[src/logic/lpc_consts.svh]
`ifndef LPC_CONSTS_SVH
`define LPC_CONSTS_SVH

// Recursion order N, works for 2 to 15
`define LPC_ORDER 10
// Index width, enough for order 15
`define LPC_IDX_W 4
// Coefficient and sample width
`define LPC_DATA_W 16
// Accumulator and prediction error width
`define LPC_ACC_W 40

// Q15 to Q12 distance
`define LPC_A_SHIFT 3
// r in Q15 raised to the Q27 product scale
`define LPC_R_SHIFT 12
// Renormalise a Q15 product
`define LPC_Q15_SHIFT 15

// Restoring divider, one quotient bit per cycle
`define LPC_DIV_STEPS 32

// Symmetric 16-bit limits
`define LPC_SAT_MAX 32767
`define LPC_SAT_MIN (-32767)

`endif

[src/logic/lpc_index_counter.sv]
`timescale 1ns/1ps
`default_nettype none
`include "lpc_consts.svh"

module lpc_index_counter
(
	input logic clock,
	input logic arst_n,
	input logic clear,
	input logic step_j,
	input logic step_i,
	output logic [`LPC_IDX_W-1:0] i,
	output logic [`LPC_IDX_W-1:0] j,
	output logic i_last,
	output logic j_last
);

	localparam logic [`LPC_IDX_W-1:0] IDX_ONE = 1;
	localparam logic [`LPC_IDX_W-1:0] LAST_I = `LPC_ORDER;

	// Order i outer, inner index j
	always_ff @(posedge clock or negedge arst_n)
	begin
		if (!arst_n)
		begin
			i <= IDX_ONE;
			j <= IDX_ONE;
		end
		else if (clear)
		begin
			i <= IDX_ONE;
			j <= IDX_ONE;
		end
		else if (step_i)
		begin
			// New order, inner loop restarts
			i <= i + IDX_ONE;
			j <= IDX_ONE;
		end
		else if (step_j)
		begin
			// Wrap so UPDATE starts at 1 after DOT
			j <= j_last ? IDX_ONE : j + IDX_ONE;
		end
	end

	assign i_last = (i == LAST_I);

	// Set once j reaches i-1
	// also set at i = 1, where the inner range is empty
	assign j_last = (({1'b0, j} + 1'b1) >= {1'b0, i});

endmodule

`default_nettype wire

[config.mk]
export PLATFORM = sky130hd
export DESIGN_NAME = lpc_index_counter
export DESIGN_NICKNAME = d
export VERILOG_FILES = /design/src/logic/lpc_index_counter.sv
export VERILOG_INCLUDE_DIRS = /design/src /design/src/logic
export SDC_FILE = /design/constraint.sdc
export NUM_CORES = 1
export LEC_CHECK = 0
export ABC_CLOCK_PERIOD_IN_PS = 2300
export BUFFER_PORTS_ARGS = -buffer_cell sky130_fd_sc_hd__clkbuf_2
export CORE_AREA = 2 2 39 41
export DETAILED_ROUTE_END_ITERATION = 8
export DIE_AREA = 0 0 41 43
export GPL_TIMING_DRIVEN = 0
export SETUP_SLACK_MARGIN = 0.15
export SKIP_LAST_GASP = 1
export SYNTH_ARGS = -nofsm -noshare
export SYNTH_HDL_FRONTEND = slang
export SYNTH_SLANG_ARGS = --single-unit
[constraint.sdc]
create_clock -name clock -period 2.3 [get_ports clock]
set_input_delay 0.46 -clock clock [delete_from_list [all_inputs] [get_ports clock]]
set_output_delay 0.46 -clock clock [all_outputs]
set_load 0.02 [all_outputs]
==> out/metrics.yaml <==
status: "complete, but fails checks"
violations: "setup timing"
synthToLayoutAreaGrowth_pct: 39.1
slowest_stage: "dfstp_2"
pre_cts_slack_ns: 0.0428
fin_nets: 84
cp-end-kind: "output pin"
clkTransAtPathRegs_ns: 0.06
final_layout_size_suffix_gt1_frac: 0.465
yosys_register_bits: 8
busiest_layer: "met2"
overflow: 0
synth.distinct_cells: 25
avgSynthCellArea_um2: 10.4
whs_ns: 0.0316
antenna_found_initial: 0
io_pins: 15
numClockSinks: 8
critPathLaunchType: "flop"
drv_cap: 0
crit_chain: "ha_4 -> xor2_2 -> ha_1 -> o21ai_1 -> o21a_2 -> inv_2 -> buf_8"
cts_root_buf: "clkbuf_4"
ys_seq_area_frac: 0.391
grt_pass1_wl_um: 1750
wl_per_cell_um: 12.7
max_slew_margin: 0.756
final_min_period_over_clock_period: 1.01
grt_start_max_net_pins: 10
r2r-start: "j[0]"
fp.dieW_um: 41
path_class: "reg -> out"
worstSkewPairLatency_ns: 0.26
rsz0062_at_grt: "yes"
crit_family: "flip-flops"
use_met1: 0.192
grtUsageMet3: 0.0471
p_leak_uw: 0.000351
clockBufferDepth: 2
routed_wl_um: 1100
reg2reg_setup_slack_ns: 0.37
dieArea_um2: 1760
grt_pass1_vias: 424
synth_area_um2: 518
vdd_ir_drop_max_uv: 237
met2_usage: 0.219
final-hold-violation-count: 0
netlist_instances: 50
core_um2: 1380
period_needed_ns: 2.31
routabilityCongestion: 0.743
post_dp_cell_area_um2: 598
ant_nets: 0
cts_buffers: 3
tightest_slew_ns: 0.365
worstPathRequired_ns: 1.84
min_path_type: "in -> async"
cts_tree: "yes"
via_count: 436
critical_path.max_stage_delay_ns: 0.60
dp_hpwl_um: 767
worstRegToRegCells: 7
crit_end: "j_last"
start_util: 0.374
cp_max_fo: 5
drt_iter0_drc: 11
cp.depth: 7
slew_violations: 0
htreeDepth: 1
rows: 14
worst-path-buf-inv: 2
rr_endpoint: "j[2]"
fin_area_um2: 721
arrival_ns: 1.85
fin_skew_ns: 0.0116
setup_tns_ns: -0.0148
detail_route.vias_per_cell: 5.01
syn_nets: 62
ys_warn_count: 0
drc: 0
first_pass_iters: 3
setup_viol: 1
cellPowerDensity_nw_per_um2: 589
crit_path_start: "j[0]"
fmax_mhz: 432
track_usage: 0.151
dieHeight_um: 43
finalWorstSetupSlack_ns: -0.0148
antenna_cells: 0
io_buffers: 12
report_power, final:
group | leakage (uW) | switching (uW) | internal [uW] | total (uW)
clock | 0.0000150 | 50.9 | 66.5 | 117
sequential | 0.000103 | 12.1 | 151 | 163
combinational | 0.000233 | 70.9 | 73.0 | 144
total | 0.000351 | 134 | 290 | 424
metal layers:
layer  part of all wire  routed length, um  vias up
met5                  0                  0        -
met4              0.019                 21        0
met3              0.036                 40        2
met2               0.46                506       11
met1               0.49                536      203
li1                   -                  -      220
cells by family (layout without fill, tap and decap cells):
group,Yosys count,after routing,synth area share
AOI/OAI and AO/OA,9,9,0.145
DFF,8,8,0.391
and+or+nand+nor,14,14,0.155
buffers and inverters,7,28,0.0555
adders and majority gates,7,7,0.169
xor gates and xnor gates,5,5,0.0845
placed cells by master, fill, tap and decap left out:
master | netlist | final
clkbuf_1 | 0 | 1
nor2_1 | 3 | 3
nor4_1 | 1 | 1
nand2b_4 | 1 | 1
nor3_1 | 2 | 2
a21oi_1 | 1 | 1
clkbuf_2 | 1 | 12
inv_1 | 5 | 4
buf_8 | 0 | 1
clkbuf_4 | 0 | 3
a32o_1 | 3 | 3
a211oi_1 | 1 | 1
xnor2_2 | 0 | 1
buf_4 | 0 | 4
a211oi_2 | 1 | 1
ha_4 | 0 | 2
nand2b_1 | 1 | 1
buf_6 | 0 | 1
nor3b_1 | 1 | 1
xnor2_1 | 4 | 3
nand2_1 | 2 | 2
dfstp_2 | 2 | 2
nand3_2 | 0 | 1
a31oi_1 | 1 | 1
o21ai_1 | 0 | 1
ha_1 | 7 | 5
dfrtp_1 | 6 | 6
buf_2 | 1 | 1
xor2_2 | 0 | 1
o21a_2 | 1 | 1
inv_2 | 0 | 1
and3_1 | 1 | 1
nand4_1 | 1 | 1
stage by stage:
| step | utilization | std cells | total power, uW |
|---|---|---|---|
| floorplan | - | 50 | 239 |
| global placement | 0.432 | 78 | 268 |
| detailed placement | 0.432 | 78 | 270 |
| CTS | 0.514 | 86 | 424 |
| global route | 0.521 | 87 | 452 |
| finish | 0.521 | 87 | 424 |
final cells by class:
cell class	count	area, um2
Buffer	2	10.0
Timing Repair Buffer	17	111
Fill cell	125	663
Tap cell	16	20.0
Inverter	5	18.8
Sequential cell	8	203
Clock buffer	4	26.3
Multi-Input combinational cell	35	332
what timing repair did:
action / CTS / global route
buffers inserted: 4 / 1
gates resized for setup: 11 / 1
hold buffers: 0 / 0
gates cloned: 0 / 0
setup endpoints to repair: 1 / 1
pin swaps: 4 / 3
worst min path at each step:
stage	slack, ns	to	depth (start not counted)
global placement	0.32	j[2]	1
CTS	0.03	j[3]	1
detailed placement	0.32	j[3]	1
floorplan	0.16	i[1]	0
global route	0.04	j[2]	1
finish	0.03	j[2]	1
state kept, by name (all words and copies together) (netlist names):
| register | count |
|---|---|
| j | 4 |
| i | 4 |
cell usage after synthesis:
cell / number / area (um2)
ha_1: 7 / 87.6
buf_2: 1 / 5.00
a211oi_1: 1 / 7.51
xnor2_1: 4 / 35.0
nand4_1: 1 / 6.26
nand2_1: 2 / 7.51
nor2_1: 3 / 11.3
a31oi_1: 1 / 6.26
nor3b_1: 1 / 7.51
nand2b_4: 1 / 13.8
o21a_2: 1 / 8.76
nand2b_1: 1 / 6.26
and3_1: 1 / 6.26
nand3_1: 1 / 5.00
inv_1: 5 / 18.8
clkbuf_2: 1 / 5.00
a21oi_1: 1 / 5.00
dfrtp_1: 6 / 150
o21ai_0: 1 / 5.00
a32o_1: 3 / 30.0
a211oi_2: 1 / 12.5
nor4_1: 1 / 6.26
xor2_1: 1 / 8.76
nor3_1: 2 / 10.0
dfstp_2: 2 / 52.6
Power figures use the tool's default switching activity.
