## src/logic/lpc_consts.svh

```systemverilog
`ifndef LPC_CONSTS_SVH
`define LPC_CONSTS_SVH

// Recursion order N, works for 2 to 15
`define LPC_ORDER 10
// Index width, enough for order 15
`define LPC_IDX_W 4
// Coefficient and sample width
`define LPC_DATA_W 16
// Accumulator and prediction error width
`define LPC_ACC_W 40

// Q15 to Q12 distance
`define LPC_A_SHIFT 3
// r in Q15 raised to the Q27 product scale
`define LPC_R_SHIFT 12
// Renormalise a Q15 product
`define LPC_Q15_SHIFT 15

// Restoring divider, one quotient bit per cycle
`define LPC_DIV_STEPS 32

// Symmetric 16-bit limits
`define LPC_SAT_MAX 32767
`define LPC_SAT_MIN (-32767)

`endif

```

## src/logic/lpc_bus_pkg.sv

```systemverilog
`default_nettype none
`include "lpc_consts.svh"

package lpc_bus_pkg;

	// Host write of one r value, 21 bits
	typedef struct packed
	{
		logic valid;
		logic [`LPC_IDX_W-1:0] index;
		logic signed [`LPC_DATA_W-1:0] data;
	} lpc_load_t;

	// Host read request
	// kind 0 selects a, kind 1 selects k
	typedef struct packed
	{
		logic kind;
		logic [`LPC_IDX_W-1:0] index;
	} lpc_read_t;

	// Operands picked by i and j
	typedef struct packed
	{
		logic signed [`LPC_DATA_W-1:0] r_i;
		logic signed [`LPC_DATA_W-1:0] r_ij;
		logic signed [`LPC_DATA_W-1:0] a_prev_j;
		logic signed [`LPC_DATA_W-1:0] a_prev_ij;
		logic signed [`LPC_DATA_W-1:0] r0;
	} lpc_operand_t;

endpackage

`default_nettype wire

```

## src/logic/lpc_scratch_mem.sv

```systemverilog
`timescale 1ns/1ps
`default_nettype none
`include "lpc_consts.svh"

module lpc_scratch_mem
(
	input logic clock,
	input logic arst_n,
	input lpc_bus_pkg::lpc_load_t load,
	input logic busy,
	input logic [`LPC_IDX_W-1:0] i,
	input logic [`LPC_IDX_W-1:0] j,
	input logic we_a,
	input logic we_k,
	input logic copy_a,
	input logic clear,
	input logic signed [`LPC_DATA_W-1:0] k_out,
	input logic signed [`LPC_DATA_W-1:0] a_out,
	output lpc_bus_pkg::lpc_operand_t operands,
	input lpc_bus_pkg::lpc_read_t rd,
	output logic [`LPC_DATA_W-1:0] rd_data
);

	localparam int N = `LPC_ORDER;

	logic signed [`LPC_DATA_W-1:0] r_bank [0:N];
	logic signed [`LPC_DATA_W-1:0] a_bank [1:N];
	logic signed [`LPC_DATA_W-1:0] a_prev [1:N];
	logic signed [`LPC_DATA_W-1:0] k_bank [1:N];
	logic [`LPC_IDX_W-1:0] idx_ij;
	logic rd_hit;

	// Operand select
	assign idx_ij = i - j;

	always_comb
	begin
		operands.r_i = r_bank[i];
		operands.r_ij = r_bank[idx_ij];
		operands.a_prev_j = a_prev[j];
		// i - j is 0 only at order 1
		operands.a_prev_ij = (idx_ij == '0) ? '0 : a_prev[idx_ij];
		operands.r0 = r_bank[0];
	end

	//////////////////////////////////////////////////////////////////////
	// Bank writes
	//////////////////////////////////////////////////////////////////////

	always_ff @(posedge clock or negedge arst_n)
	begin
		if (!arst_n)
		begin
			for (int n = 0; n <= N; n++)
				r_bank[n] <= '0;
			for (int n = 1; n <= N; n++)
			begin
				a_bank[n] <= '0;
				a_prev[n] <= '0;
				k_bank[n] <= '0;
			end
		end
		else
		begin
			// Host load only while idle
			if (load.valid && !busy && (load.index <= N))
				r_bank[load.index] <= load.data;
			if (clear)
			begin
				for (int n = 1; n <= N; n++)
				begin
					a_bank[n] <= '0;
					a_prev[n] <= '0;
					k_bank[n] <= '0;
				end
			end
			else if (copy_a)
			begin
				for (int n = 1; n <= N; n++)
					a_prev[n] <= a_bank[n];
			end
			else
			begin
				// New reflection coeff, a[i] is k[i] in Q12
				if (we_k)
				begin
					k_bank[i] <= k_out;
					a_bank[i] <= k_out >>> `LPC_A_SHIFT;
				end
				if (we_a)
					a_bank[j] <= a_out;
			end
		end
	end

	// Host read, one cycle latency
	assign rd_hit = (rd.index != '0) && (rd.index <= N);

	always_ff @(posedge clock or negedge arst_n)
	begin
		if (!arst_n)
			rd_data <= '0;
		else if (!rd_hit)
			rd_data <= '0;
		else if (rd.kind)
			rd_data <= k_bank[rd.index];
		else
			rd_data <= a_bank[rd.index];
	end

endmodule

`default_nettype wire

```

## config.mk

```make
export PLATFORM = sky130hd
export DESIGN_NAME = lpc_scratch_mem
export DESIGN_NICKNAME = d
export VERILOG_FILES = /design/src/logic/lpc_bus_pkg.sv /design/src/logic/lpc_scratch_mem.sv
export VERILOG_INCLUDE_DIRS = /design/src /design/src/logic
export SDC_FILE = /design/constraint.sdc
export NUM_CORES = 2
export LEC_CHECK = 0
export ABC_AREA = 1
export BUFFER_PORTS_ARGS = -buffer_cell sky130_fd_sc_hd__buf_4
export CAP_MARGIN = 20
export CORE_MARGIN = 2
export CORE_UTILIZATION = 28
export DETAILED_ROUTE_END_ITERATION = 8
export GPL_TIMING_DRIVEN = 0
export PLACE_DENSITY_LB_ADDON = 0.3
export SLEW_MARGIN = 20
export SYNTH_ARGS = -nofsm -noshare
export SYNTH_HDL_FRONTEND = slang
export SYNTH_SLANG_ARGS = --single-unit
```

## constraint.sdc

```tcl
create_clock -name clock -period 8.4 [get_ports clock]
set_input_delay 1.68 -clock clock [delete_from_list [all_inputs] [get_ports clock]]
set_output_delay 1.68 -clock clock [all_outputs]
set_load 0.02 [all_outputs]
```

==> results.json <==
{
  "fin_worst_skew_ns": 0.02233,
  "first_pass_iters": 7,
  "path_class": "in -> out",
  "setup_viol": 0,
  "dp.cells": 6977,
  "max_freq_ghz": 0.1429,
  "cp_max_fo": 10,
  "slew_headroom": 0.1215,
  "cts_buffers": 78,
  "clk_latency_ns": 0.68,
  "grt_usage": 0.2714,
  "core_sq_um": 129500,
  "synth_top_area_cell": "dfrtp_1",
  "synth.most_common_cell": "nand2_1",
  "period_needed_ns": 6.996,
  "cts_root_buf": "clkbuf_16",
  "rsz0062_at_grt": "no",
  "ys.flop_type": "dfrtp_1",
  "worstPathArrival_ns": 5.32,
  "vias_per_cell": 5.418,
  "finalMaxSlewViolations": 0,
  "drt-initial-drc-count": 5135,
  "netlist_instances": 5063,
  "hp-class": "reg -> reg",
  "cts_resized": 0,
  "ys_top_cells_by_area": "dfrtp_1 46%, nand2_1 15%, o21ai_0 9.9%, nand3_1 6.8%, inv_1 4.7%",
  "worstSetupStartpointType": "input port",
  "synth_top_area_share": 0.4602,
  "synth-edff-count": 0,
  "rows": 132,
  "cts_buffer_depth": 3,
  "final_nets": 5392,
  "dieHeight_um": 365.3,
  "antenna_found_initial": 8,
  "ys_seq_area_frac": 0.4602,
  "vias": 38573,
  "total_power_uw": 8885,
  "grt_pass1_vias": 36088,
  "yosys_register_bits": 672,
  "gr-total-overflow": 0,
  "clk_pin_slew_worst_paths_ns": 0.05,
  "area_growth_pct": 17.30,
  "synth_commonest_cells": "1439 x nand2_1, 721 x o21ai_0, 672 x dfrtp_1",
  "cts_tree": "yes",
  "place_hpwl_um": 138900,
  "syn-num-nets": 5140,
  "drc": 0,
  "ant_nets": 0,
  "wl_um": 184900,
  "synth_warnings": 0,
  "grt_pass1_wl_um": 260000,
  "post_cts_buffers": 0,
  "io_buffers": 164,
  "start_util": 0.2822,
  "htreeDepth": 3,
  "endpoint_kind": "output port",
  "gp_congestion": 1.015,
  "syn_area_sq_um": 36540,
  "cap_viol_max_count": 0,
  "finalSetupTns_ns": 0,
  "fin_crit_sh": 0.8329,
  "io_pins": 169,
  "die-area_sq_um": 133400,
  "p_leak_uw": 0.01940,
  "p_per_area_nw_per_um2": 207.3,
  "detail_route.wl_per_cell_um": 25.97,
  "post_synth.cell_area_avg_sq_um": 7.217,
  "grt_max_degree": 95,
  "cts_hold_buf": 0,
  "final_cells": 7120,
  "die_w_um": 365.3,
  "crit_required_ns": 6.72,
  "layout-drive-gt1-share": 0.07850,
  "max-vdd-ir-drop_mv": 0.1322,
  "status": "finished, final reports clean",
  "synth-async-reset-ratio": 1.000,
  "clock_sinks": 672,
  "ys_types": 32,
  "final-hold-violation-count": 0,
  "worst_pin_slew_ns": 1.318
}
final cells by class:
cell class              count  area, sq um
multi-input cells        3522        16320
inverters                 481         1805
diodes                      2        5.005
clock inverters            23        319.1
clock buffers             118         2345
flip-flops and latches    672        16820
repair buffers            172         1459
well taps                1742         2180
plain buffers             388         1614
fillers                 14188        86620
power breakdown:
group	switching (uW)	internal (uW)
combinational	1200	446
clock	1530	2140
sequential	148	3420
cell families after synthesis:
group,count (synthesis),synth area share
and+or+nand+nor,2266,0.2538
AOI/OAI and AO/OA,1248,0.1902
buffers and inverters,869,0.09324
DFF,672,0.4602
xor gates and xnor gates,4,0.0009589
adders and majority gates,4,0.001575
state kept, by name, indices dropped and copies added, names as in the netlist:
name / flops
a_bank: 160
a_prev: 160
k_bank: 160
r_bank: 160
operands: 16
rd_data: 16
per-stage QoR:
step | hold WS (ns) | util | setup slack, ns | cell area (sq um)
after global placement | 0.4703 | 0.3085 | -2.582 | 39950
after global routing | 0.5155 | 0.3310 | 1.267 | 42850
final | 0.4842 | 0.3310 | 1.404 | 42860
after floorplan | 0.4530 | - | 3.084 | 36540
after CTS | 0.4876 | 0.3310 | 1.514 | 42850
after detailed placement | 0.4731 | 0.3104 | 1.528 | 40190
placed cells by master (no fill, tap or decap), types with 11 or more instances in the layout:
cell	Yosys	layout
clkbuf_8	0	20
o211ai_1	62	62
nand3_1	493	493
clkbuf_16	0	80
inv_2	13	13
clkinv_1	15	15
dfrtp_1	672	672
clkbuf_1	283	291
nand2_2	11	11
inv_1	453	453
o21ai_1	23	23
a21oi_1	115	115
nand2_1	1439	1439
a22oi_1	62	62
o21ai_0	721	721
nor2_1	300	300
buf_2	50	50
nor2_2	11	11
o22ai_1	237	237
buf_4	18	181
buf_1	35	35
o221ai_1	23	23
worst paths after layout:
path	endpoint	cells after the start	from	slack [ns]
worst max-delay path	operands[63]	15	i[0]	1.40
worst min-delay path	r_bank[18]$_DFFE_PN0P_	2	r_bank[18]$_DFFE_PN0P_	0.48
worst max register to register	rd_data[3]$_DFF_PN0_	6	a_bank[19]$_DFFE_PN0N_	6.57
worst min register to register	r_bank[18]$_DFFE_PN0P_	2	r_bank[18]$_DFFE_PN0P_	0.48
max in group asynchronous	r_bank[41]$_DFFE_PN0P_	4	arst_n	5.92
min in group asynchronous	k_bank[136]$_DFFE_PN0P_	1	arst_n	0.78
critical path, cell delays in order:
cell and delay (ns):
buf_4 0.16, inv_2 0.13, ha_1 0.16, inv_1 0.06
fa_1 0.60, buf_2 0.32, buf_2 0.41, clkbuf_1 0.69
o211ai_1 0.33, nand2_1 0.14, nand2_1 0.05, nand2_1 0.16
nand2_1 0.07, nand2_1 0.17, buf_4 0.18
layer usage:
layer  wire length [um]  GRT usage  share of wire  vias up
li1                   -          -              -    17185
met1              75440     0.3617           0.41    18709
met2              78410     0.4015           0.42     2226
met3              19770    0.07039           0.11      441
met4              11230     0.1437          0.061       12
met5                 77          0        0.00042        -
Note: power is estimated with default switching activity, not from simulation.
