`src/logic/lpc_ctrl_pkg.sv`:
```
`default_nettype none

package lpc_ctrl_pkg;

	// Sequencer states
	// DOT to ERROR repeats once per order
	typedef enum logic [2:0]
	{
		IDLE,
		INIT,
		DOT,
		DIVIDE,
		UPDATE,
		COPY,
		ERROR,
		DONE
	} lpc_state_e;

	// Arithmetic unit opcodes
	typedef enum logic [2:0]
	{
		OP_NONE,
		// Zero acc, load err with r[0]
		OP_CLEAR,
		OP_MAC,
		OP_DIV,
		// a[j] update, result combinational
		OP_UPD,
		OP_ERR
	} lpc_op_e;

endpackage

`default_nettype wire

```
`src/logic/lpc_sequencer.sv`:
```
`timescale 1ns/1ps
`default_nettype none

module lpc_sequencer
(
	input logic clock,
	input logic arst_n,
	input logic start,
	input logic i_last,
	input logic j_last,
	input logic div_done,
	output lpc_ctrl_pkg::lpc_op_e op,
	output logic clear,
	output logic step_j,
	output logic step_i,
	output logic we_a,
	output logic we_k,
	output logic copy_a,
	output logic busy,
	output logic done
);

	lpc_ctrl_pkg::lpc_state_e state;
	lpc_ctrl_pkg::lpc_state_e state_next;
	// First order has no a[j] update
	logic order_one;

	//////////////////////////////////////////////////////////////////////
	// State register
	//////////////////////////////////////////////////////////////////////

	always_ff @(posedge clock or negedge arst_n)
	begin
		if (!arst_n)
			state <= lpc_ctrl_pkg::IDLE;
		else
			state <= state_next;
	end

	always_ff @(posedge clock or negedge arst_n)
	begin
		if (!arst_n)
			order_one <= 1'b0;
		else if (state == lpc_ctrl_pkg::INIT)
			order_one <= 1'b1;
		else if (state == lpc_ctrl_pkg::ERROR)
			order_one <= 1'b0;
	end

	//////////////////////////////////////////////////////////////////////
	// Next state
	//////////////////////////////////////////////////////////////////////

	always_comb
	begin
		state_next = state;
		case (state)
			lpc_ctrl_pkg::IDLE:
				if (start)
					state_next = lpc_ctrl_pkg::INIT;
			// i = 1 here, j_last already up so DOT is skipped
			lpc_ctrl_pkg::INIT:
				state_next = j_last ? lpc_ctrl_pkg::DIVIDE : lpc_ctrl_pkg::DOT;
			lpc_ctrl_pkg::DOT:
				if (j_last)
					state_next = lpc_ctrl_pkg::DIVIDE;
			lpc_ctrl_pkg::DIVIDE:
				if (div_done)
					state_next = order_one ? lpc_ctrl_pkg::COPY : lpc_ctrl_pkg::UPDATE;
			lpc_ctrl_pkg::UPDATE:
				if (j_last)
					state_next = lpc_ctrl_pkg::COPY;
			lpc_ctrl_pkg::COPY:
				state_next = lpc_ctrl_pkg::ERROR;
			// Next order always has at least one MAC
			lpc_ctrl_pkg::ERROR:
				state_next = i_last ? lpc_ctrl_pkg::DONE : lpc_ctrl_pkg::DOT;
			default:
				state_next = lpc_ctrl_pkg::IDLE;
		endcase
	end

	//////////////////////////////////////////////////////////////////////
	// Decoded controls
	//////////////////////////////////////////////////////////////////////

	always_comb
	begin
		op = lpc_ctrl_pkg::OP_NONE;
		case (state)
			lpc_ctrl_pkg::INIT: op = lpc_ctrl_pkg::OP_CLEAR;
			lpc_ctrl_pkg::DOT: op = lpc_ctrl_pkg::OP_MAC;
			lpc_ctrl_pkg::DIVIDE: op = lpc_ctrl_pkg::OP_DIV;
			lpc_ctrl_pkg::UPDATE: op = lpc_ctrl_pkg::OP_UPD;
			lpc_ctrl_pkg::ERROR: op = lpc_ctrl_pkg::OP_ERR;
			default: op = lpc_ctrl_pkg::OP_NONE;
		endcase
	end

	// Counter and banks cleared on the accepted start
	assign clear = (state == lpc_ctrl_pkg::IDLE) && start;
	assign step_j = (state == lpc_ctrl_pkg::DOT) || (state == lpc_ctrl_pkg::UPDATE);
	assign step_i = (state == lpc_ctrl_pkg::ERROR) && !i_last;

	// k[i] and a[i] land when the quotient is ready
	assign we_k = (state == lpc_ctrl_pkg::DIVIDE) && div_done;
	assign we_a = (state == lpc_ctrl_pkg::UPDATE);
	assign copy_a = (state == lpc_ctrl_pkg::COPY);

	assign busy = (state != lpc_ctrl_pkg::IDLE);
	assign done = (state == lpc_ctrl_pkg::DONE);

endmodule

`default_nettype wire

```
`config.mk`:
```
export PLATFORM = sky130hd
export DESIGN_NAME = lpc_sequencer
export DESIGN_NICKNAME = d
export VERILOG_FILES = /design/src/logic/lpc_ctrl_pkg.sv /design/src/logic/lpc_sequencer.sv
export SDC_FILE = /design/constraint.sdc
export NUM_CORES = 1
export LEC_CHECK = 0
export BUFFER_PORTS_ARGS = -buffer_cell sky130_fd_sc_hd__buf_2
export CELL_PAD_IN_SITES_DETAIL_PLACEMENT = 0
export CELL_PAD_IN_SITES_GLOBAL_PLACEMENT = 1
export CORE_AREA = 2 2 39 41
export DETAILED_ROUTE_END_ITERATION = 10
export DIE_AREA = 0 0 41 43
export PLACE_DENSITY = 0.74
export REMOVE_ABC_BUFFERS = 1
export SYNTH_ARGS = -nofsm -noshare
export SYNTH_HDL_FRONTEND = slang
export SYNTH_SLANG_ARGS = --single-unit
```
`constraint.sdc`:
```
create_clock -name clock -period 2.4 [get_ports clock]
set_input_delay 0.24 -clock clock [delete_from_list [all_inputs] [get_ports clock]]
set_output_delay 0.24 -clock clock [all_outputs]
set_load 0.1 [all_outputs]
```
==> impl_metrics.toml, run 1 <==
[detailed_routing]
wl_met1_um = 338
dr.pass1.iters = 4
drt.antenna.violating_nets = 0
via_per_inst = 4.43
dr_wl_met2_um = 338
routed-wl-met3_um = 43
drc = 0
drt_wl_total_um = 721
drt-initial-drc-count = 2
num_vias = 328
wl_per_cell_um = 9.74
maxUsedRoutingLayer = "met3"

[final_layout]
fillers = 159
final_common_cell = "buf_2"
most-common-layout-cells = "buf_2, nor2_1, o21ai_0, dfrtp_1"
num_antenna_cells = 0
fin_area_um2 = 423
nets = 66
drive_above_1_share = 0.379
syn_to_final_growth_pct = 39.7

[setup_path]
start_kind = "flip-flop"
r2r-end = "state[0]$_DFFE_PN0P_"
path_cells = "or3_1, nor2_1, buf_2"
crit_arrival_ns = 1.63
crit_required_ns = 2.16
reg2reg_setup_slack_ns = 1.06
max_stage_delay_ns = 0.48
rr_worst_depth = 5
worst-path-buf-inv = 1
r2r-start = "state[2]$_DFFE_PN0P_"
end_kind = "primary output"
crit_fanout = 12
crit_type = "reg2out"
cp_slowest_cell = "dfrtp_1"
critPathTopFamily = "simple AND/OR/NAND/NOR gates"

[logic_synthesis]
yosysUniqueCellTypes = 23
ys_seq_area_frac = 0.331
synth.area.top_cells = "dfrtp_1, o21ai_0, a21oi_1, a21o_1, nor2_1"
synth_top_cell_area_share = 0.331
synth_top_area_cell = "dfrtp_1"
syn_inst = 40
syn_area_per_cell_um2 = 7.57
synth_seq_cells = 4
netlist_area_um2 = 303
yosys_warnings = 0

[global_routing]
grt_max_degree = 13
grt_pass1_wl_mm = 1.07
grt_usage = 0.0918
antenna_found_initial = 0
overflow = 0
first_global_vias = 269

[hold_path]
min_from = "div_done"
min_path_cells = 2
min_path_type = "in2reg"
min_to = "state[0]$_DFFE_PN0P_"

[clock_network]
clkTransAtPathRegs_ns = 0.03
cts_buffer_depth = 2
clkSinkCount = 4
cts_resized = 0
cts_buffers = 3
cts_htree_levels = 1
cts-root-buf = "clkbuf_4"
cts_tree = "yes"
clock_latency_ns = 0.23

[status]
status = "finished, final reports clean"

[timing]
slew_viol_final = 0
worst_slew_pin_slew_ns = 0.485
min_period_over_period = 0.780
clock.fmax_mhz = 534
period_needed_ns = 1.87
setup_violations = 0
grt_setup_unrepaired = "false"
maxSlewHeadroom = 0.679
skew_ns = 0.000400
hold_viol_final = 0

[place]
dp_hpwl_um = 572
portBuffers = 16
routabilityCongestion = 0.797
place_area_um2 = 390

[floorplan]
dieHeight_um = 43
die_w_um = 41
rows = 14
dieArea_mm2 = 0.00176
initial_core_util = 0.219
core_region_area_mm2 = 0.00138
num_io_pins = 17

[run]
maxCapViolations = 0
## area by class of cell
type                    count  area (um^2)  share of cell area
repair buffers             17         90.1               0.213
clock buffers               3         22.5              0.0533
flip-flops and latches      4          100               0.237
well taps                  16         20.0              0.0473
inverters                   4         15.0              0.0355
multi-input cells          30          175               0.414
## per-layer routing
metal | track usage | up-vias
li1 | - | 175
met1 | 0.124 | 141
met2 | 0.128 | 12
met3 | 0 | 0
met4 | 0.0800 | 0
met5 | 0 | -
## worst max path at each step
stage / depth (start not counted) / slack (ns) / to / startpoint
detailed placement: 3 / 0.77 / clear / state[2]$_DFFE_PN0P_
finish: 3 / 0.53 / clear / state[2]$_DFFE_PN0P_
floorplan: 2 / -0.51 / clear / state[2]$_DFFE_PN0P_
global placement: 3 / 0.77 / clear / state[2]$_DFFE_PN0P_
global route: 4 / 0.43 / we_k / state[2]$_DFFE_PN0P_
CTS: 3 / 0.51 / clear / state[2]$_DFFE_PN0P_
## cell families after synthesis
kind of cell           Yosys count  share of synthesized area
buffers and inverters            6                     0.0909
and+or+nand+nor                 17                      0.306
AOI/OAI and AO/OA               13                      0.273
DFF                              4                      0.331
## cells in the mapped netlist
cell type and count:
o31ai_1 1, inv_2 2, nand2b_1 1, nand2b_2 1, inv_1 2, nor3_1 1, a21oi_1 3, o21ai_0 4
and3_1 2, o221ai_1 1, and2b_1 1, o211ai_1 1, buf_2 1, nand2_1 2, a22o_1 1, a21o_1 2
dfrtp_1 4, nor2b_1 1, or3_1 1, and2_1 2, nor2_1 4, buf_4 1, nand3_1 1
## state kept, by name, summed over array words and instances (netlist names)
name       flops
order_one      1
state          3
## metrics by stage
step	instances	setup WS, ns	setup TNS, ns	hold slack, ns	util
3_5_place_dp	70	0.769	0	0.0487	0.282
4_1_cts	74	0.515	0	0.244	0.306
2_1_floorplan	38	-0.513	-1.02	-0.0556	-
5_1_grt	74	0.428	0	0.270	0.306
6_report	74	0.527	0	0.249	0.306
3_3_place_gp	70	0.766	0	0.0465	0.282
## what timing repair did
item | 4_1_cts | 5_1_grt
setup endpoints to repair | 0 | 0
hold buffers | 1 | 0
hold endpoints to repair | 4 | 0
buffers inserted | 0 | 0
Power of run 1 is not shown: default switching activity piles up to over one toggle a cycle in this logic, so the estimate is an artifact.
==> inputs of run 2 (changes only) <==
Settings changed: PLACE_DENSITY 0.74 to 0.77.
Clock period 2.4 ns to 1.7 ns, I/O delays scaled along.
==> impl_metrics.toml, run 2 (synthesized netlist as in run 1, its figures left out) <==
[hold_path]
min_path_type = "in2reg"
min_path_cells = 2

[clock_network]
cts_buffers = 3
cts-root-buf = "clkbuf_4"
cts_buffer_depth = 2
clkTransAtPathRegs_ns = 0.04
cts_tree = "yes"
post_cts_buffers = 0
cts_htree_levels = 1
clock_latency_ns = 0.23
clkSinkCount = 4

[status]
status = "finished, final reports clean"

[place]
dp_hpwl_um = 583
routabilityCongestion = 0.763
portBuffers = 16
dpl_worst_slack_ns = 0.250

[timing]
setup_violations = 0
period_needed_ns = 1.60
worst_slew_pin_slew_ns = 0.486
grt_setup_unrepaired = "false"
hold_viol_final = 0
maxSlewHeadroom = 0.678
clock.fmax_mhz = 625
skew_ns = 0.00166
slew_viol_final = 0
fin_tns_setup_ns = 0
worst_slack_ns = 0.101
min_period_over_period = 0.941

[global_routing]
first_global_vias = 317
antenna_found_initial = 0
grt_pass1_wl_mm = 1.26
grt_usage = 0.105
overflow = 0
grt_max_degree = 13

[final_layout]
drive_above_1_share = 0.431
fin_util = 0.374
most-common-layout-cells = "buf_2, buf_12, o21ai_0"
final_common_cell = "buf_2"
nets = 66
reg.largest.list = "state (3), order_one (1)"
regMostFlops = "state"
syn_to_final_growth_pct = 71.1
fillers = 154
largest_reg_flops = 3
num_antenna_cells = 0

[floorplan]
die_w_um = 41
initial_core_util = 0.219
num_io_pins = 17
rows = 14
dieHeight_um = 43
dieArea_mm2 = 0.00176
core_region_area_mm2 = 0.00138

[detailed_routing]
drt-initial-drc-count = 2
drt_wl_total_um = 710
via_per_inst = 4.49
num_vias = 332
drc = 0
dr.pass1.iters = 4
wl_per_cell_um = 9.59
drt.antenna.violating_nets = 0

[setup_path]
crit_arrival_ns = 1.43
end_kind = "primary output"
rr_worst_depth = 5
crit_fanout = 12
crit_type = "reg2out"
start_kind = "flip-flop"
crit_required_ns = 1.53

[run]
maxCapViolations = 0
run 2: cell counts in the layout (fill, tap and decap cells not counted):
No cell type changed its count.
run 2: worst paths after layout:
kind,slack [ns],end,start
min in group asynchronous,0.27,state[1]$_DFFE_PN0P_,arst_n
max in group asynchronous,1.29,state[2]$_DFFE_PN0P_,arst_n
hold / removal,0.16,state[0]$_DFFE_PN0P_,div_done
setup reg to reg,0.47,state[0]$_DFFE_PN0P_,state[2]$_DFFE_PN0P_
setup / recovery,0.10,clear,state[2]$_DFFE_PN0P_
hold reg to reg,0.56,order_one$_DFFE_PN0P_,order_one$_DFFE_PN0P_
run 2: metal layers:
| metal | vias to the layer above | GRT usage | wire length [um] |
|---|---|---|---|
| li1 | 175 | - | - |
| met4 | 0 | 0.0800 | 0 |
| met1 | 147 | 0.133 | 314 |
| met5 | - | 0 | 0 |
| met2 | 10 | 0.147 | 338 |
| met3 | 0 | 0.0209 | 57 |
run 2: what timing repair did:
action,4_1_cts,5_1_grt
gates cloned,0,0
hold endpoints to repair,4,0
hold buffers,1,0
endpoints found under the setup margin,1,1
gates resized for setup,1,2
run 2: worst max-delay path: stages (launching register included):
cell	delay, ns
dfrtp_2	0.46
or3_1	0.41
nor2_2	0.14
buf_12	0.19
run 2: cell type report:
cell class                 instances  area, um^2  share of cell area
sequential                         4         103               0.198
inverter                           4        15.0              0.0290
clock buffer                       3        22.5              0.0435
tap                               16        20.0              0.0386
timing repair buffer              17         180               0.348
multi-input combinational         30         178               0.343
run 2: through the flow:
stage	cells	hold WS (ns)	area [um^2]
floorplan	38	-0.126	290
global placement	70	-0.0221	480
detailed placement	70	-0.0195	480
CTS	74	0.154	514
global route	74	0.179	518
finish	74	0.163	518
Power of run 2 is left out for the same reason.
