File: config.mk
export PLATFORM = sky130hd
export DESIGN_NAME = lpc_arith_unit
export DESIGN_NICKNAME = d
export VERILOG_FILES = /design/src/logic/lpc_ctrl_pkg.sv /design/src/logic/lpc_bus_pkg.sv /design/src/logic/lpc_arith_unit.sv
export VERILOG_INCLUDE_DIRS = /design/src /design/src/logic
export SDC_FILE = /design/constraint.sdc
export NUM_CORES = 2
export LEC_CHECK = 0
export BUFFER_PORTS_ARGS = -buffer_cell sky130_fd_sc_hd__buf_2
export CAP_MARGIN = 20
export CORE_ASPECT_RATIO = 0.8
export CORE_UTILIZATION = 25
export CTS_CLUSTER_DIAMETER = 150
export DETAILED_ROUTE_END_ITERATION = 8
export GPL_TIMING_DRIVEN = 0
export SLEW_MARGIN = 25
export SYNTH_ARGS = -nofsm -noshare
export SYNTH_HDL_FRONTEND = slang
export SYNTH_SLANG_ARGS = --single-unit
File: constraint.sdc
create_clock -name clock -period 14.2 [get_ports clock]
set_input_delay 1.42 -clock clock [delete_from_list [all_inputs] [get_ports clock]]
set_output_delay 1.42 -clock clock [all_outputs]
set_load 0.005 [all_outputs]
File: src/logic/lpc_consts.svh
`ifndef LPC_CONSTS_SVH
`define LPC_CONSTS_SVH

// Recursion order N, works for 2 to 15
`define LPC_ORDER 10
// Index width, enough for order 15
`define LPC_IDX_W 4
// Coefficient and sample width
`define LPC_DATA_W 16
// Accumulator and prediction error width
`define LPC_ACC_W 40

// Q15 to Q12 distance
`define LPC_A_SHIFT 3
// r in Q15 raised to the Q27 product scale
`define LPC_R_SHIFT 12
// Renormalise a Q15 product
`define LPC_Q15_SHIFT 15

// Restoring divider, one quotient bit per cycle
`define LPC_DIV_STEPS 32

// Symmetric 16-bit limits
`define LPC_SAT_MAX 32767
`define LPC_SAT_MIN (-32767)

`endif

File: src/logic/lpc_ctrl_pkg.sv
`default_nettype none

package lpc_ctrl_pkg;

	// Sequencer states
	// DOT to ERROR repeats once per order
	typedef enum logic [2:0]
	{
		IDLE,
		INIT,
		DOT,
		DIVIDE,
		UPDATE,
		COPY,
		ERROR,
		DONE
	} lpc_state_e;

	// Arithmetic unit opcodes
	typedef enum logic [2:0]
	{
		OP_NONE,
		// Zero acc, load err with r[0]
		OP_CLEAR,
		OP_MAC,
		OP_DIV,
		// a[j] update, result combinational
		OP_UPD,
		OP_ERR
	} lpc_op_e;

endpackage

`default_nettype wire

File: src/logic/lpc_bus_pkg.sv
`default_nettype none
`include "lpc_consts.svh"

package lpc_bus_pkg;

	// Host write of one r value, 21 bits
	typedef struct packed
	{
		logic valid;
		logic [`LPC_IDX_W-1:0] index;
		logic signed [`LPC_DATA_W-1:0] data;
	} lpc_load_t;

	// Host read request
	// kind 0 selects a, kind 1 selects k
	typedef struct packed
	{
		logic kind;
		logic [`LPC_IDX_W-1:0] index;
	} lpc_read_t;

	// Operands picked by i and j
	typedef struct packed
	{
		logic signed [`LPC_DATA_W-1:0] r_i;
		logic signed [`LPC_DATA_W-1:0] r_ij;
		logic signed [`LPC_DATA_W-1:0] a_prev_j;
		logic signed [`LPC_DATA_W-1:0] a_prev_ij;
		logic signed [`LPC_DATA_W-1:0] r0;
	} lpc_operand_t;

endpackage

`default_nettype wire

File: src/logic/lpc_arith_unit.sv
`timescale 1ns/1ps
`default_nettype none
`include "lpc_consts.svh"

module lpc_arith_unit
(
	input logic clock,
	input logic arst_n,
	input lpc_ctrl_pkg::lpc_op_e op,
	input lpc_bus_pkg::lpc_operand_t operands,
	output logic div_done,
	output logic signed [`LPC_DATA_W-1:0] k_out,
	output logic signed [`LPC_DATA_W-1:0] a_out
);

	localparam int ACC_W = `LPC_ACC_W;
	localparam int DATA_W = `LPC_DATA_W;
	localparam int DVD_W = `LPC_ACC_W + `LPC_A_SHIFT;
	localparam int Q_W = `LPC_DIV_STEPS;
	localparam int CNT_W = $clog2(`LPC_DIV_STEPS);
	localparam logic [CNT_W-1:0] CNT_LAST = CNT_W'(`LPC_DIV_STEPS - 1);
	localparam logic signed [DATA_W-1:0] SAT_HI = DATA_W'(`LPC_SAT_MAX);
	localparam logic signed [DATA_W-1:0] SAT_LO = DATA_W'(`LPC_SAT_MIN);
	localparam logic [DATA_W:0] ONE_Q15 = (DATA_W+1)'(1 << `LPC_Q15_SHIFT);

	// Clip to 16 bits
	function automatic logic signed [DATA_W-1:0] sat_data(input logic signed [ACC_W-1:0] v);
		logic signed [DATA_W-1:0] res;
		if (v > `LPC_SAT_MAX)
			res = SAT_HI;
		else if (v < `LPC_SAT_MIN)
			res = SAT_LO;
		else
			res = v[DATA_W-1:0];
		return res;
	endfunction

	logic signed [ACC_W-1:0] acc;
	logic signed [ACC_W-1:0] err;
	logic signed [DATA_W-1:0] k_reg;
	logic signed [2*DATA_W-1:0] mac_prod;
	logic signed [ACC_W-1:0] r_ext;
	logic signed [ACC_W-1:0] acc_sum;
	logic [ACC_W-1:0] acc_mag;
	logic [DVD_W-1:0] dvd_mag;
	logic div_start;
	logic div_run;
	logic div_neg;
	logic div_ovf;
	logic [CNT_W-1:0] div_cnt;
	logic [ACC_W-1:0] rem;
	logic [ACC_W-1:0] rem_shift;
	logic [ACC_W:0] rem_diff;
	logic [Q_W-1:0] quo;
	logic [Q_W-1:0] quo_next;
	logic q_bit;
	logic [DATA_W-1:0] k_mag;
	logic signed [2*DATA_W-1:0] upd_prod;
	logic signed [ACC_W-1:0] upd_sum;
	logic signed [2*DATA_W-1:0] kk_prod;
	logic [DATA_W:0] err_factor;
	logic signed [ACC_W+DATA_W+1:0] err_prod;
	logic signed [ACC_W-1:0] err_scaled;
	logic signed [ACC_W-1:0] err_next;

	//////////////////////////////////////////////////////////////////////
	// Combinational datapath
	//////////////////////////////////////////////////////////////////////

	always_comb
	begin
		// Q12 times Q15, Q27 sum
		mac_prod = operands.a_prev_j * operands.r_ij;
		r_ext = operands.r_i;
		acc_sum = acc + (r_ext <<< `LPC_R_SHIFT);
		// Divide magnitudes, Q30 over Q15
		acc_mag = acc_sum[ACC_W-1] ? -acc_sum : acc_sum;
		dvd_mag = {acc_mag, `LPC_A_SHIFT'(0)};

		// One restoring step
		rem_shift = {rem[ACC_W-2:0], quo[Q_W-1]};
		rem_diff = {1'b0, rem_shift} - {1'b0, err};
		q_bit = !rem_diff[ACC_W];
		quo_next = {quo[Q_W-2:0], q_bit};
		k_mag = (div_ovf || (quo_next > `LPC_SAT_MAX)) ? SAT_HI : quo_next[DATA_W-1:0];

		// a[j] + k * a[i-j], back to Q12
		upd_prod = k_reg * operands.a_prev_ij;
		upd_sum = operands.a_prev_j + (upd_prod >>> `LPC_Q15_SHIFT);
		a_out = sat_data(upd_sum);

		// err * (1 - k^2), floor of 1
		kk_prod = k_reg * k_reg;
		err_factor = ONE_Q15 - kk_prod[2*DATA_W-1:`LPC_Q15_SHIFT];
		err_prod = err * $signed({1'b0, err_factor});
		err_scaled = err_prod[ACC_W+`LPC_Q15_SHIFT-1:`LPC_Q15_SHIFT];
		err_next = (err_scaled < 1) ? ACC_W'(1) : err_scaled;
	end

	assign div_start = (op == lpc_ctrl_pkg::OP_DIV) && !div_run && !div_done;
	assign k_out = k_reg;

	//////////////////////////////////////////////////////////////////////
	// Datapath registers
	//////////////////////////////////////////////////////////////////////

	always_ff @(posedge clock)
	begin
		case (op)
			lpc_ctrl_pkg::OP_CLEAR:
			begin
				acc <= '0;
				err <= operands.r0;
			end
			lpc_ctrl_pkg::OP_MAC:
				acc <= acc + mac_prod;
			lpc_ctrl_pkg::OP_ERR:
			begin
				err <= err_next;
				acc <= '0;
			end
			default:
				acc <= acc;
		endcase
		if (div_start)
		begin
			// Top bits seed the remainder, overflow if already >= err
			rem <= ACC_W'(dvd_mag[DVD_W-1:Q_W]);
			quo <= dvd_mag[Q_W-1:0];
			div_ovf <= (ACC_W'(dvd_mag[DVD_W-1:Q_W]) >= err);
			// k takes the opposite sign of acc
			div_neg <= !acc_sum[ACC_W-1];
		end
		else if (div_run)
		begin
			rem <= q_bit ? rem_diff[ACC_W-1:0] : rem_shift;
			quo <= quo_next;
		end
		if (div_run && (div_cnt == CNT_LAST))
			k_reg <= div_neg ? -k_mag : k_mag;
	end

	// Divider control
	always_ff @(posedge clock or negedge arst_n)
	begin
		if (!arst_n)
		begin
			div_run <= 1'b0;
			div_cnt <= '0;
			div_done <= 1'b0;
		end
		else
		begin
			div_done <= div_run && (div_cnt == CNT_LAST);
			if (div_start)
			begin
				div_run <= 1'b1;
				div_cnt <= '0;
			end
			else if (div_run)
			begin
				div_cnt <= div_cnt + 1'b1;
				if (div_cnt == CNT_LAST)
					div_run <= 1'b0;
			end
		end
	end

endmodule

`default_nettype wire

==> impl_metrics.ini <==
[run_status]
outcome = finished, violations left
failed_checks = setup timing

[min_path]
whs_path_depth = 2
min_path_type = register to register

[sta]
period_share = 1.08
setup_viol_count_final = 40
fmax_mhz = 64.9
clock_skew_ns = 0.0207
hold_viol = 0
worst_pin_slew_ns = 0.978
period_minus_slack_ns = 15.40
slew_viol_final = 0
slew_headroom = 0.344
fin_ws_ns = -1.20
rsz0062_at_grt = true

[floorplan]
die_x_um = 571
row_count = 166
start_util = 0.252
coreArea_um2 = 257000
dieArea_um2 = 261000
dieHeight_um = 457
top_level_ports = 118

[synthesis]
seq_area_frac_synth = 0.0763
synth_mux_area_frac = 0.00278
synth_cell_types = 91
yosys_warnings = 0
ys_ff_latch = 176
postSynth.asyncResetShare = 0.0398
syn_inst = 7275
yosys.area.top_type_share = 0.447
ys.flop_type = edfxtp_1
synth_top_area_cell = fa_1
synth-adder-area-share = 0.546
synth_top_family_by_area = adder cells
synth_edf_count = 138
syn_area_um2 = 64800
synth_xor_area_frac = 0.0360
synth.avg_cell_area_um2 = 8.90
synthesis.nets = 9318
netlist_top_cells_area = fa_1 45%, inv_1 10%, ha_1 9.9%
synth-compound-area-share = 0.0721
yosys.area_share.simple = 0.145

[placed_design]
io_buffers = 117
hpwl_um = 159000
place_congestion = 0.907
dp.cells = 10800

[final_layout]
nFillCells = 27600
nets = 9551
multi_input_area_um2 = 52900
layout.area.seq_um2 = 4940
fin_cells = 11000
final_common_cell = inv_1
area_growth_pct = 12.2
drive_gt1_frac = 0.0714
final_cell_mix = 1793 x inv_1, 1443 x fa_1, 1077 x nand2_1, 499 x ha_1, 348 x and2_1

[clock_network]
htreeDepth = 4
cts_buffers = 17
clk_pin_slew_ns = 0.08
cts_sinks = 176
cts_tree = built
clk_path_buf_depth = 2
cts_root_buf = clkbuf_16
holdBufCountCts = 0
clock_latency_ns = 0.49

[grt]
grt_pass1_wl_um = 294000
grt_use_total = 0.146
grt_pass1_vias = 50100
antenna_found_initial = 37
grt_max_degree = 41
overflow = 0

[worst_setup_path]
start_kind = register
slowest_stage = or4_4
critical_path_class = register to register
required_ns = 14.52
critical-path-max-stage-delay_ns = 0.58
setup.worst_path.end_class = register
cp_data_arrival_time_ns = 15.72
cp_max_fo = 10
path_common_cell = fa_1
r2r_cells = 54

[run]
drv_cap = 0

[drt]
firstDrtPassIters = 6
drt_wl_total_um = 187000
drt_iter0_markers = 3844
drtAntennaViolNets = 0
wire_per_inst_um = 17.0
vias = 48900
drc = 0
viasPerCell = 4.45
-- metal layers --
metal / vias to the layer above / routed length, um / global-route usage / share of wire
met1: 24800 / 85900 / 0.216 / 0.46
met3: 152 / 16900 / 0.0285 / 0.090
met4: 8 / 3390 / 0.0234 / 0.018
li1: 22300 / - / - / -
met5: - / 49 / 0 / 0.00026
met2: 1605 / 80600 / 0.221 / 0.43
-- critical path: cells and delay by family, from the launching register on --
kind / cells / cell delay (ns)
buffers and inverters: 10 / 1.05
adder cells (fa/ha/maj): 15 / 6.84
AO/OA/AOI/OAI: 16 / 3.70
XOR/XNOR: 2 / 0.65
AND/OR/NAND/NOR: 11 / 2.43
flip-flops: 1 / 0.53
-- final cells by class --
cell class | instances | share of cell area
clock buffer | 18 | 0.00604
timing repair buffer | 219 | 0.0211
multi-input combinational | 4996 | 0.728
inverter | 1808 | 0.0936
sequential | 176 | 0.0680
tap | 3444 | 0.0593
antenna | 3 | 0.000103
clock inverter | 14 | 0.00255
buffer | 290 | 0.0214
-- kinds of logic after synthesis --
family                   count (synthesis)
AND/OR/NAND/NOR                       2037
multiplexers                            16
adder cells (fa/ha/maj)               1958
AO/OA/AOI/OAI                          720
flip-flops                             176
XOR/XNOR                               265
buffers and inverters                 2103
-- synth_stat cells (7+ instances only) --
| library cell | number |
|---|---|
| inv_1 | 1804 |
| fa_1 | 1447 |
| nand2_1 | 1088 |
| ha_1 | 511 |
| and2_1 | 350 |
| clkbuf_1 | 279 |
| nor2_1 | 243 |
| xnor2_1 | 193 |
| o21ai_0 | 190 |
| a21oi_1 | 176 |
| edfxtp_1 | 138 |
| a21o_1 | 87 |
| xor2_1 | 71 |
| nand2b_1 | 62 |
| nand3_1 | 55 |
| nor3_1 | 49 |
| nor2b_1 | 41 |
| dfxtp_1 | 31 |
| and3_1 | 26 |
| o21a_1 | 26 |
| nor4_1 | 25 |
| or3_1 | 23 |
| a211oi_1 | 21 |
| a31oi_1 | 21 |
| or2_2 | 21 |
| nand4_1 | 20 |
| o21bai_1 | 18 |
| o31ai_1 | 15 |
| o211ai_1 | 14 |
| a211o_1 | 13 |
| o21ai_1 | 13 |
| a22o_1 | 12 |
| o311ai_0 | 11 |
| buf_2 | 9 |
| mux2i_1 | 9 |
| o22ai_1 | 9 |
| a2111oi_0 | 8 |
| a31o_2 | 8 |
| a21boi_0 | 7 |
| dfrtp_1 | 7 |
| nor3b_1 | 7 |
-- flip-flops by register name (all words and copies together), names as in the netlist --
register,count
quo,32
rem,39
div_neg,1
err,40
acc,40
div_cnt,5
div_done,1
div_ovf,1
k_out,16
div_run,1
-- final timing paths --
path                                      startpoint                     end  slack [ns]
worst max-delay path              k_out[1]$_DFFE_PP_       err[16]$_DFFE_PP_       -1.20
worst min-delay path            rem[38]$_SDFFE_PP0P_    rem[38]$_SDFFE_PP0P_        0.49
worst max register to register    k_out[1]$_DFFE_PP_       err[16]$_DFFE_PP_       -1.20
worst min register to register  rem[38]$_SDFFE_PP0P_    rem[38]$_SDFFE_PP0P_        0.49
max in group asynchronous                     arst_n  div_cnt[0]$_DFFE_PN0P_       13.27
min in group asynchronous                     arst_n      div_done$_DFF_PN0_        0.75
-- metrics by stage --
stage / TNS, ns / hold WS (ns) / util / worst slack, ns / cell area [um^2]
global route: -59.46 / 0.517 / 0.283 / -1.58 / 72700
CTS: -40.50 / 0.483 / 0.280 / -1.11 / 72000
detailed placement: -146.53 / 0.462 / 0.273 / -3.80 / 70000
finish: -43.34 / 0.494 / 0.283 / -1.20 / 72700
global placement: -145.08 / 0.477 / 0.272 / -3.78 / 69900
floorplan: -0.266 / 0.440 / - / -0.0533 / 65000
-- repair_timing --
action                                  CTS  global route
endpoints found under the setup margin   40            40
gates cloned                              1             3
pin swaps                                46            41
buffers inserted                         66            31
gates resized for setup                 216           122
Power is left out: the tool's default activity adds up to more than one toggle a clock period on the data nets, which glitch-free logic cannot reach.
